--- src/rtl/scalar_pkg.sv ---
//////////////////////////////////////////////////////////////////////
// Sizes, opcodes and instruction layouts for the scalar core
// Opcode 0 and codes above op_halt execute as no-ops
//////////////////////////////////////////////////////////////////////
`default_nettype none

package scalar_pkg;

	localparam int data_w     = 32;
	localparam int reg_addr_w = 4;
	localparam int num_reg    = 2 ** reg_addr_w;
	localparam int imem_depth = 64;
	localparam int pc_w       = $clog2(imem_depth);
	localparam int num_lane   = 8;
	localparam int imm_w      = 16;

	typedef logic [data_w-1:0]     data_t;
	typedef logic [reg_addr_w-1:0] reg_addr_t;
	typedef logic [pc_w-1:0]       pc_t;
	typedef logic [num_lane-1:0]   lane_t;

	typedef enum logic [3:0] {
		op_add     = 4'h1,
		op_sub     = 4'h2,
		op_and     = 4'h3,
		op_or      = 4'h4,
		op_xor     = 4'h5,
		op_addi    = 4'h6,
		op_bnez    = 4'h7,
		op_setlane = 4'h8,
		op_vcmd    = 4'h9,
		op_halt    = 4'ha
	} opcode_t;

	// Register form, two register sources
	typedef struct packed {
		opcode_t     opcode;
		reg_addr_t   dst;
		reg_addr_t   src1;
		reg_addr_t   src2;
		logic [15:0] unused;
	} reg_form_t;

	// Immediate form, one source and a signed constant
	typedef struct packed {
		opcode_t                 opcode;
		reg_addr_t               dst;
		reg_addr_t               src1;
		logic signed [imm_w-1:0] imm;
		logic [3:0]              unused;
	} imm_form_t;

	typedef union packed {
		reg_form_t reg_f;
		imm_form_t imm_f;
	} instr_t;

endpackage

`default_nettype wire
--- src/rtl/issue_if.sv ---
//////////////////////////////////////////////////////////////////////
// Single-cycle strobes, no back-pressure in either direction
//////////////////////////////////////////////////////////////////////
`timescale 1ns/1ps
`default_nettype none

interface issue_if;

	// Forward issue channel
	logic               valid;
	scalar_pkg::instr_t word;
	scalar_pkg::pc_t    pc;

	// Back channel, refers to the word valid in the same cycle
	logic               redirect;
	scalar_pkg::pc_t    target;
	logic               halt;

	modport fetch (
		output valid, word, pc,
		input  redirect, target, halt
	);

	modport exec (
		input  valid, word, pc,
		output redirect, target, halt
	);

endinterface

`default_nettype wire

--- src/rtl/scalar_unit.sv ---
//////////////////////////////////////////////////////////////////////
// In-order, one instruction per cycle, no stalls
//////////////////////////////////////////////////////////////////////
`timescale 1ns/1ps
`default_nettype none

module scalar_unit (
	input  wire logic               clock,
	input  wire logic               reset,
	input  wire logic               prog_valid,
	input  wire scalar_pkg::instr_t prog_word,
	output logic                    prog_ack,
	input  wire logic               start,
	output logic                    busy,
	output logic                    term,
	output scalar_pkg::lane_t       lane_en,
	output logic                    v_cmd_valid,
	output scalar_pkg::instr_t      v_cmd_word,
	output scalar_pkg::data_t       v_cmd_data
);

	// Fetch side of the program memory
	logic                  rd_en;
	scalar_pkg::pc_t       rd_addr;
	scalar_pkg::instr_t    rd_word;

	// Register file ports
	scalar_pkg::reg_addr_t rf_addr_a;
	scalar_pkg::reg_addr_t rf_addr_b;
	scalar_pkg::data_t     rf_data_a;
	scalar_pkg::data_t     rf_data_b;
	logic                  rf_wr_en;
	scalar_pkg::reg_addr_t rf_wr_addr;
	scalar_pkg::data_t     rf_wr_data;

	issue_if issue ();

	instr_mem imem_i (
		.clock      (clock),
		.reset      (reset),
		.start      (start),
		.prog_valid (prog_valid),
		.prog_word  (prog_word),
		.prog_ack   (prog_ack),
		.rd_en      (rd_en),
		.rd_addr    (rd_addr),
		.rd_word    (rd_word)
	);

	fetch_unit fetch_i (
		.clock   (clock),
		.reset   (reset),
		.start   (start),
		.rd_en   (rd_en),
		.rd_addr (rd_addr),
		.rd_word (rd_word),
		.issue   (issue.fetch),
		.busy    (busy),
		.term    (term)
	);

	reg_file rf_i (
		.clock     (clock),
		.reset     (reset),
		.rd_addr_a (rf_addr_a),
		.rd_addr_b (rf_addr_b),
		.rd_data_a (rf_data_a),
		.rd_data_b (rf_data_b),
		.wr_en     (rf_wr_en),
		.wr_addr   (rf_wr_addr),
		.wr_data   (rf_wr_data)
	);

	exec_unit exec_i (
		.clock       (clock),
		.reset       (reset),
		.issue       (issue.exec),
		.rd_addr_a   (rf_addr_a),
		.rd_addr_b   (rf_addr_b),
		.rd_data_a   (rf_data_a),
		.rd_data_b   (rf_data_b),
		.wr_en       (rf_wr_en),
		.wr_addr     (rf_wr_addr),
		.wr_data     (rf_wr_data),
		.lane_en     (lane_en),
		.v_cmd_valid (v_cmd_valid),
		.v_cmd_word  (v_cmd_word),
		.v_cmd_data  (v_cmd_data)
	);

endmodule

`default_nettype wire

--- src/rtl/exec_unit.sv ---
//////////////////////////////////////////////////////////////////////
// Strobes are combinational on the valid cycle
// Register and lane writes land at the edge closing that cycle
//////////////////////////////////////////////////////////////////////
`timescale 1ns/1ps
`default_nettype none

module exec_unit (
	input  wire logic                  clock,
	input  wire logic                  reset,
	issue_if.exec                      issue,
	output scalar_pkg::reg_addr_t      rd_addr_a,
	output scalar_pkg::reg_addr_t      rd_addr_b,
	input  wire scalar_pkg::data_t     rd_data_a,
	input  wire scalar_pkg::data_t     rd_data_b,
	output logic                       wr_en,
	output scalar_pkg::reg_addr_t      wr_addr,
	output scalar_pkg::data_t          wr_data,
	output scalar_pkg::lane_t          lane_en,
	output logic                       v_cmd_valid,
	output scalar_pkg::instr_t         v_cmd_word,
	output scalar_pkg::data_t          v_cmd_data
);

	scalar_pkg::opcode_t opcode;
	logic                imm_form;
	scalar_pkg::data_t   imm_ext;
	scalar_pkg::pc_t     next_pc;
	logic                alu_wr;
	logic                taken;

	//////////////////////////////////////////////////////////////////
	// Decode through the register or immediate view
	//////////////////////////////////////////////////////////////////
	assign opcode   = issue.word.reg_f.opcode;
	assign imm_form = opcode inside {scalar_pkg::op_addi, scalar_pkg::op_bnez,
		scalar_pkg::op_vcmd};

	// Destination and source 1 sit at the same bits in both views
	assign rd_addr_a = issue.word.reg_f.src1;
	assign rd_addr_b = imm_form ? '0 : issue.word.reg_f.src2;
	assign wr_addr   = issue.word.reg_f.dst;

	// Sign extend the immediate
	assign imm_ext = {{(scalar_pkg::data_w - scalar_pkg::imm_w){issue.word.imm_f.imm[
		scalar_pkg::imm_w-1]}}, issue.word.imm_f.imm};

	// ALU
	always_comb begin
		alu_wr  = 1'b1;
		wr_data = '0;
		case (opcode)
			scalar_pkg::op_add:  wr_data = rd_data_a + rd_data_b;
			scalar_pkg::op_sub:  wr_data = rd_data_a - rd_data_b;
			scalar_pkg::op_and:  wr_data = rd_data_a & rd_data_b;
			scalar_pkg::op_or:   wr_data = rd_data_a | rd_data_b;
			scalar_pkg::op_xor:  wr_data = rd_data_a ^ rd_data_b;
			scalar_pkg::op_addi: wr_data = rd_data_a + imm_ext;
			default:             alu_wr  = 1'b0;
		endcase
	end

	assign wr_en = issue.valid && alu_wr;

	//////////////////////////////////////////////////////////////////
	// Branch and halt
	//////////////////////////////////////////////////////////////////
	assign taken        = issue.valid && (opcode == scalar_pkg::op_bnez) && (rd_data_a != '0);
	assign issue.target = issue.word.imm_f.imm[scalar_pkg::pc_w-1:0];
	assign next_pc      = issue.pc + 1'b1;

	// Taken branch to the next word needs no squash
	assign issue.redirect = taken && (issue.target != next_pc);
	assign issue.halt     = issue.valid && (opcode == scalar_pkg::op_halt);

	// Lane-enable register
	always_ff @(posedge clock) begin
		if (reset)
			lane_en <= '0;
		else if (issue.valid && (opcode == scalar_pkg::op_setlane))
			lane_en <= scalar_pkg::lane_t'(rd_data_a);
	end

	// Vector command carries the whole word and source 1
	assign v_cmd_valid = issue.valid && (opcode == scalar_pkg::op_vcmd);
	assign v_cmd_word  = issue.word;
	assign v_cmd_data  = rd_data_a;

endmodule

`default_nettype wire

--- src/rtl/reg_file.sv ---
//////////////////////////////////////////////////////////////////////
// Register 0 ignores writes and always reads zero
//////////////////////////////////////////////////////////////////////
`timescale 1ns/1ps
`default_nettype none

module reg_file (
	input  wire logic                  clock,
	input  wire logic                  reset,
	input  wire scalar_pkg::reg_addr_t rd_addr_a,
	input  wire scalar_pkg::reg_addr_t rd_addr_b,
	output scalar_pkg::data_t          rd_data_a,
	output scalar_pkg::data_t          rd_data_b,
	input  wire logic                  wr_en,
	input  wire scalar_pkg::reg_addr_t wr_addr,
	input  wire scalar_pkg::data_t     wr_data
);

	scalar_pkg::data_t regs [scalar_pkg::num_reg];

	always_ff @(posedge clock) begin
		if (reset) begin
			for (int i = 0; i < scalar_pkg::num_reg; i++)
				regs[i] <= '0;
		end else if (wr_en && (wr_addr != '0)) begin
			regs[wr_addr] <= wr_data;
		end
	end

	// Combinational reads see last edge's write
	assign rd_data_a = regs[rd_addr_a];
	assign rd_data_b = regs[rd_addr_b];

endmodule

`default_nettype wire

--- src/rtl/fetch_unit.sv ---
//////////////////////////////////////////////////////////////////////
// One fetch per cycle while busy; the word returns one cycle later
// A redirect or halt squashes the single fetch in flight
//////////////////////////////////////////////////////////////////////
`timescale 1ns/1ps
`default_nettype none

module fetch_unit (
	input  wire logic               clock,
	input  wire logic               reset,
	input  wire logic               start,
	output logic                    rd_en,
	output scalar_pkg::pc_t         rd_addr,
	input  wire scalar_pkg::instr_t rd_word,
	issue_if.fetch                  issue,
	output logic                    busy,
	output logic                    term
);

	scalar_pkg::pc_t pc;
	scalar_pkg::pc_t fetch_pc;
	logic            pending;

	assign rd_en   = busy;
	assign rd_addr = pc;

	// Returning word goes straight to execute
	assign issue.valid = pending;
	assign issue.word  = rd_word;
	assign issue.pc    = fetch_pc;

	//////////////////////////////////////////////////////////////////
	// Run state and program counter
	//////////////////////////////////////////////////////////////////
	always_ff @(posedge clock) begin
		if (reset) begin
			busy    <= 1'b0;
			term    <= 1'b0;
			pending <= 1'b0;
			pc      <= '0;
		end else if (start) begin
			busy    <= 1'b1;
			term    <= 1'b0;
			pending <= 1'b0;
			pc      <= '0;
		end else begin
			// Fetch in flight survives only without redirect or halt
			pending <= busy && !issue.redirect && !issue.halt;
			if (issue.halt) begin
				busy <= 1'b0;
				term <= 1'b1;
			end
			if (issue.redirect)
				pc <= issue.target;
			else if (busy)
				pc <= pc + 1'b1;
		end
	end

	// Address of the word now in the memory output register
	always_ff @(posedge clock) begin
		if (rd_en)
			fetch_pc <= pc;
	end

endmodule

`default_nettype wire

--- src/rtl/instr_mem.sv ---
//////////////////////////////////////////////////////////////////////
// Words past the 64th are dropped without acknowledge
//////////////////////////////////////////////////////////////////////
`timescale 1ns/1ps
`default_nettype none

module instr_mem (
	input  wire logic               clock,
	input  wire logic               reset,
	input  wire logic               start,
	input  wire logic               prog_valid,
	input  wire scalar_pkg::instr_t prog_word,
	output logic                    prog_ack,
	input  wire logic               rd_en,
	input  wire scalar_pkg::pc_t    rd_addr,
	output scalar_pkg::instr_t      rd_word
);

	scalar_pkg::instr_t          mem [scalar_pkg::imem_depth];
	logic [scalar_pkg::pc_w:0]   wr_cnt;
	logic                        wr_accept;

	assign wr_accept = prog_valid && (wr_cnt != scalar_pkg::imem_depth);

	// Load pointer and acknowledge
	always_ff @(posedge clock) begin
		if (reset || start) begin
			wr_cnt   <= '0;
			prog_ack <= 1'b0;
		end else begin
			prog_ack <= wr_accept;
			if (wr_accept)
				wr_cnt <= wr_cnt + 1'b1;
		end
	end

	// Program array with registered read
	always_ff @(posedge clock) begin
		if (wr_accept && !start)
			mem[scalar_pkg::pc_t'(wr_cnt)] <= prog_word;
		if (rd_en)
			rd_word <= mem[rd_addr];
	end

endmodule

`default_nettype wire

--- config.mk ---
export PLATFORM = sky130hd
export DESIGN_NAME = scalar_unit
export DESIGN_NICKNAME = d
export VERILOG_FILES = /design/src/rtl/scalar_pkg.sv /design/src/rtl/issue_if.sv /design/src/rtl/scalar_unit.sv /design/src/rtl/exec_unit.sv /design/src/rtl/reg_file.sv /design/src/rtl/fetch_unit.sv /design/src/rtl/instr_mem.sv
export SDC_FILE = /design/constraint.sdc
export NUM_CORES = 2
export LEC_CHECK = 0
export BUFFER_PORTS_ARGS = -buffer_cell sky130_fd_sc_hd__buf_2
export CAP_MARGIN = 40
export CORE_AREA = 2 2 500 502
export CTS_BUF_LIST = sky130_fd_sc_hd__clkbuf_2 sky130_fd_sc_hd__clkbuf_4 sky130_fd_sc_hd__clkbuf_8
export DETAILED_ROUTE_END_ITERATION = 8
export DIE_AREA = 0 0 502 504
export HOLD_SLACK_MARGIN = 0.02
export PLACE_DENSITY = 0.58
export SLEW_MARGIN = 20
export SYNTH_ARGS = -nofsm -noshare
export SYNTH_HDL_FRONTEND = slang
export SYNTH_SLANG_ARGS = --single-unit
--- constraint.sdc ---
create_clock -name clock -period 8.6 [get_ports clock]
set_input_delay 0.86 -clock clock [delete_from_list [all_inputs] [get_ports clock]]
set_output_delay 0.86 -clock clock [all_outputs]
set_load 0.005 [all_outputs]
# --- After elaboration in Yosys (flattened, before gate mapping) ---
# Memories as Yosys holds them, arrays and structs flattened. A register that Yosys moved wholly into a read port is not among the register bits.
# Cells that the tools add are included.
# W data, S select, Z words.
totals:
  output_inout_bits: 76
  n_memories: 2
  rom_bits: 0
  ramBits: 2560
  input_bits: 36
  latch_bits: 0
  ff_bits: 31
memory_table:
  columns: ["name", "words", "word_bits", "read_ports", "rd_ports_with_merged_regs", "write_ports", "line_no", "rtl"]
  rows:
  - ["imem_i.mem", 64, 32, 1, 1, 1, "instr_mem.sv:19", "scalar_pkg::instr_t mem [scalar_pkg::imem_depth];"]
  - ["rf_i.regs", 16, 32, 2, 0, 16, "reg_file.sv:19", "scalar_pkg::data_t regs [scalar_pkg::num_reg];"]
classes:
  multipliers: 0
  n_mux: 17
  order_cmp: 0
  div: 0
  reduce_logical: 24
  add_sub_neg: 6
  shift: 0
  n_eq_ne: 12
  bitwise: 3
op_table:
  columns: ["cell", "count"]
  rows:
  - ["$pmux W32 S6", 1]
  - ["$add A32 B32 Y32", 2]
  - ["$and A32 B32 Y32", 1]
  - ["$mux W32", 1]
  - ["$or A32 B32 Y32", 1]
  - ["$reduce_bool A32 Y1", 1]
  - ["$reduce_or A32 Y1", 1]
  - ["$sub A32 B32 Y32", 1]
  - ["$xor A32 B32 Y32", 1]
  - ["$eq A4 B3 Y1 const B", 4]
  - ["$add A6 B1 Y6 const B", 2]
  - ["$eq A4 B4 Y1 const B", 3]
  - ["$logic_and A1 B1 Y1", 12]
  - ["$mux W6", 2]
  - ["$mux W1", 11]
  - ["$eq A4 B2 Y1 const B", 2]
  - ["$mux W4", 2]
  - ["$add A7 B1 Y7 const B", 1]
  - ["$ne A7 B7 Y1 const B", 1]
  - ["$ne A6 B6 Y1", 1]
  - ["$reduce_or A6 Y1", 1]
  - ["$eq A4 B1 Y1 const B", 1]
  - ["$reduce_bool A2 Y1", 2]
  - ["$reduce_bool A4 Y1", 1]
  - ["4 further kinds", 6]

# --- Logic depth before layout (Yosys ltp) ---
depth:
  ltp_word: 10
  mapped_depth: 32
  ltp_nobuf: 25

# --- By module ---
# A second synthesis with hierarchy kept.
hier_totals:
  hier_cells: 5932
  hier_area_um2: 112061.2
by_module_without_submodules:
  columns: ["mod", "instances", "seq_area_each_um2", "cells_each", "area_per_inst_um2"]
  rows:
  - ["instr_mem", 1, 62620.1, 3400, 79259.8]
  - ["reg_file", 1, 15374.7, 1652, 26330.3]
  - ["exec_unit", 1, 160.2, 798, 5632.9]
  - ["fetch_unit", 1, 360.3, 82, 838.3]

# --- Worst setup path before layout ---
# No wires, ideal clock.
synth_path:
  path_type: "reg-to-reg"
  startpoint: "reg imem_i.rd_word[16] in the netlist's numbering, read port of imem_i.mem"
  endpoint: "mem rf_i.regs[11][31] in the netlist's numbering, data pin"
  path_stages_with_launch: 31
  t_required_ps: 8342
  arrival_ps: 6388
  synth_period_minus_slack_ps: 6647
  path_slack_ps: 1953
  path_buffers: 8
  path_cell_list: "edfxtp_1 buf_6 buf_6 buf_6 buf_2 buf_2 mux4_2 nand2_1 a211oi_1 nor4_1 ha_1 nand3_1 or2_2 clkbuf_1 o211ai_1 o21ai_0 a221oi_1 ha_1 clkbuf_1 a21o_1 a21o_1 a21o_1 nor3b_1 o21ai_0 a31oi_1 o21bai_1 a21oi_1 xnor3_1 a221oi_4 buf_6 nor2_2"
synth_lines:
  columns: ["element", "line_no", "rtl"]
  rows:
  - ["from (decl)", "instr_mem.sv:16", "output scalar_pkg::instr_t rd_word"]
  - ["to (decl)", "reg_file.sv:19", null]

==> run summary <==
outcome: finished, final reports clean
CP Max Fanout: 15
P per Cell Area: 214 mW/mm2
synthesized area per cell: 19.3 um2
ANT nets after route: 0
# rows: 183
Worst slew margin: 26.3%
Core ar.: 0.248 mm2
Vias per Instance: 6.16
Remaining Overflow, GRT: 0
Die Y: 504 um
share of the synthesized area in the top cell type: 70.4%
area grow syn2layout: 13.8%
Syn. warnings: 0
Clk pin slew, worst setup/hold paths: 0.06 ns
Worst Skew: 0.141 ns
fin nets: 6,373
synthesized cell area: 0.111 mm2
#FFs+latches synth: 2,623
Fin. Hold Viols: 0
Num CTS Buffers: 437
Crit Path Class: flop to flop
Hold Crit Class: input pin to flop
crit path DAT: 8.54 ns
buffer and inverter count on the worst path: 2
vias in the first global route: 62,200
Setup violations, final: 0
Post-Route WL: 330,000 um
Final Util: 51.0%
Worst Max-Slew Pin Slew: 1.11 ns
DRC violations left: 0
H-tree Lvls: 5
setup_tns: 0 ns
overall power: 27.0 mW
Tmin final: 7.81 ns
RSZ-0062 raised after global routing: false
die footprint: 0.253 mm2
IO buf count: 111
via count: 60,900
post-synthesis sequential area ratio: 70.9%
TritonRoute pass-1 iters: 7
worst-path cell chain: and4bb_1 > nor3_2 > buf_4 > mux2i_1 > a211o_1 > and4b_1 > nand3_1 > nor3_1 > nand2b_1 > a21oi_1 > ha_1 > a21o_1 > a21o_1 > a221o_1 > a32o_1 > a31oi_1 > o21ai_0 > a31oi_1 > o21bai_1 > a21oi_1 > xnor3_1 > a221oi_4 > buf_12 > nor2_1
TritonCTS clock tree: yes
crit-path leading delay family: compound AO/OA/AOI/OAI gates
GRT Util Overall: 26.1%
CTS max path bufs: 4
Yosys top cell by area: edfxtp_1
post-synth cell types: 92
global-route wire length before repair: 467,000 um
asr flop ratio synth: 0%
Initial Util: 44.8%
Crit path required time: 9.32 ns
routability cong.: 0.891
Num Clock Sinks: 2,623
EDFF count, synth: 2,598
ys flop type: edfxtp_1
CP endpoint kind: flop
max-slew violation count: 0
Fillers: 20,000
Worst setup SP type: flop
share of layout cells above drive strength 1: 32.2%
largest net degree at the start of global routing: 136
Final HPWL DP: 190,000 um
final instance area: 0.126 mm2
Area after DPL: 0.118 mm2
Synth area leaders: edfxtp_1, mux4_2, nor2_1
Peak VDD IR: 183 uV
Syn Inst Count: 5,755
Crit-path slowest cell: edfxtp_1
I/O pin count: 112
Static Leak: 40.1 nW
worst skew pair latency: 1.12 ns
Avg WL per Cell: 33.4 um
worst hold margin: 0.141 ns
antenna violations before repair: 34
Achievable Freq: 0.128 GHz
Max-cap violations: 0
DRT iter0 DRCs: 7,793
root buffer cell: clkbuf_8
Die W: 502 um
register-to-register setup slack: 0.79 ns
fin crit share: 90.8%
slowest stage delay, CP: 0.58 ns
[report_power, final]
group / internal [mW] / total [mW] / switching [mW] / leakage, nW
Combinational: 0.851 / 2.29 / 1.44 / 11.5
Sequential: 14.2 / 14.3 / 0.105 / 24.2
Clock: 5.64 / 10.5 / 4.84 / 4.35
Total: 20.7 / 27.0 / 6.38 / 40.1
[cell families after synthesis]
family	after synthesis	share of synthesized area, %
AO/OA/AOI/OAI	493	3.15
XOR/XNOR	46	0.376
adder cells (fa/ha/maj)	105	1.19
buffers and inverters	478	1.80
flip-flops	2623	70.9
multiplexers	993	18.6
other	1	0.00338
AND/OR/NAND/NOR	1016	4.04
[layer usage]
| layer | global-route usage [%] | routed length, um |
|---|---|---|
| met5 | 0 | 39 |
| met2 | 42.6 | 162000 |
| met4 | 8.36 | 10700 |
| met3 | 4.86 | 26900 |
| met1 | 35.4 | 130000 |
[state kept, by name, summed over array words and instances, names as in the netlist]
signal / flops
fetch_i.busy: 1
imem_i.prog_ack: 1
rf_i.regs: 512
exec_i.lane_en: 8
fetch_i.issue.pc: 6
imem_i.mem: 2048
fetch_i.rd_addr: 6
fetch_i.term: 1
fetch_i.issue.valid: 1
imem_i.rd_word: 32
imem_i.wr_cnt: 7
[placed cells by master (no fill, tap or decap), types with 24 or more instances in the layout]
cell type / synthesis / routed
edfxtp_1: 2598 / 2598
mux4_2: 847 / 847
nor2_1: 652 / 587
clkbuf_8: 0 / 448
buf_4: 15 / 213
clkbuf_4: 0 / 168
nand2_1: 126 / 115
buf_2: 37 / 111
mux2i_1: 108 / 108
ha_1: 104 / 104
o21ai_0: 96 / 96
clkinv_1: 0 / 96
a21oi_1: 95 / 94
inv_1: 79 / 79
nor2_4: 0 / 64
buf_12: 0 / 54
a221oi_1: 47 / 47
nor3_1: 38 / 34
mux2_2: 33 / 33
nand3_1: 37 / 33
conb_1: 1 / 32
xnor2_1: 27 / 27
a21o_1: 26 / 26
nor4_1: 26 / 25
a31oi_1: 24 / 24
clkinv_2: 0 / 24
[path summary, 6_finish.rpt]
| path | start | cells after the start | end |
|---|---|---|---|
| worst max-delay path | imem_i.rd_word[28] | 24 | rf_i.regs[3][31] |
| worst min-delay path | reset | 2 | exec_i.lane_en[4] |
| worst max register to register | imem_i.rd_word[28] | 24 | rf_i.regs[3][31] |
| worst min register to register | exec_i.lane_en[7] | 2 | exec_i.lane_en[7] |
[layout make-up]
cell class | instances | area, um2 | share of cell area (%)
repair buffers | 404 | 3790 | 3.00
clock inverters | 138 | 746 | 0.591
well taps | 3330 | 4170 | 3.30
clock buffers | 616 | 7430 | 5.89
inverters | 81 | 304 | 0.241
multi-input cells | 2685 | 31100 | 24.7
diodes | 8 | 20.0 | 0.0159
flip-flops and latches | 2623 | 78500 | 62.3
[metrics by stage]
step                setup slack (ns)  std cells
floorplan                       1.95       5786
global placement               0.723       9057
detailed placement             0.657       9112
CTS                            0.583       9868
global route                   0.331       9883
finish                         0.787       9885
[what timing repair did]
| action | 4_1_cts | 5_1_grt |
|---|---|---|
| endpoints found under the hold margin | 18 | 0 |
| setup buffers | 0 | 1 |
| gates resized for setup | 0 | 0 |
| setup endpoints to repair | 0 | 3 |
| hold buffers | 2 | 0 |
[Yosys cell counts (9+ instances only)]
cell type / number
dfxtp_1: 25
o22ai_1: 18
buf_4: 15
a22oi_1: 15
clkbuf_1: 273
o221a_2: 10
xnor2_1: 27
inv_1: 79
o31ai_1: 18
nand2_1: 126
mux4_2: 847
nand3_1: 37
nor2b_1: 10
nand4_1: 20
buf_6: 13
nor2_1: 652
nand2b_1: 23
a21o_1: 26
nor4_1: 26
o21a_1: 13
xor2_1: 18
o211ai_1: 11
nor3b_1: 9
and3_1: 14
nor3_1: 38
o221ai_1: 19
edfxtp_1: 2598
o21ai_0: 96
a31oi_1: 24
a211oi_1: 22
mux2_2: 33
a222oi_1: 12
buf_2: 37
buf_1: 59
nor2_2: 10
mux2i_1: 108
ha_1: 104
a221oi_1: 47
a21oi_1: 95
[worst register-to-register path: cells and delay by family (launching register included)]
family / cells / cell delay (ns)
buffers and inverters: 2 / 0.54
and+or+nand+nor: 7 / 2.45
xor gates and xnor gates: 1 / 0.45
muxes: 1 / 0.26
AOI/OAI and AO/OA: 12 / 2.85
DFF: 1 / 0.58
adders and majority gates: 1 / 0.37
(Power assumes the default switching activity.)
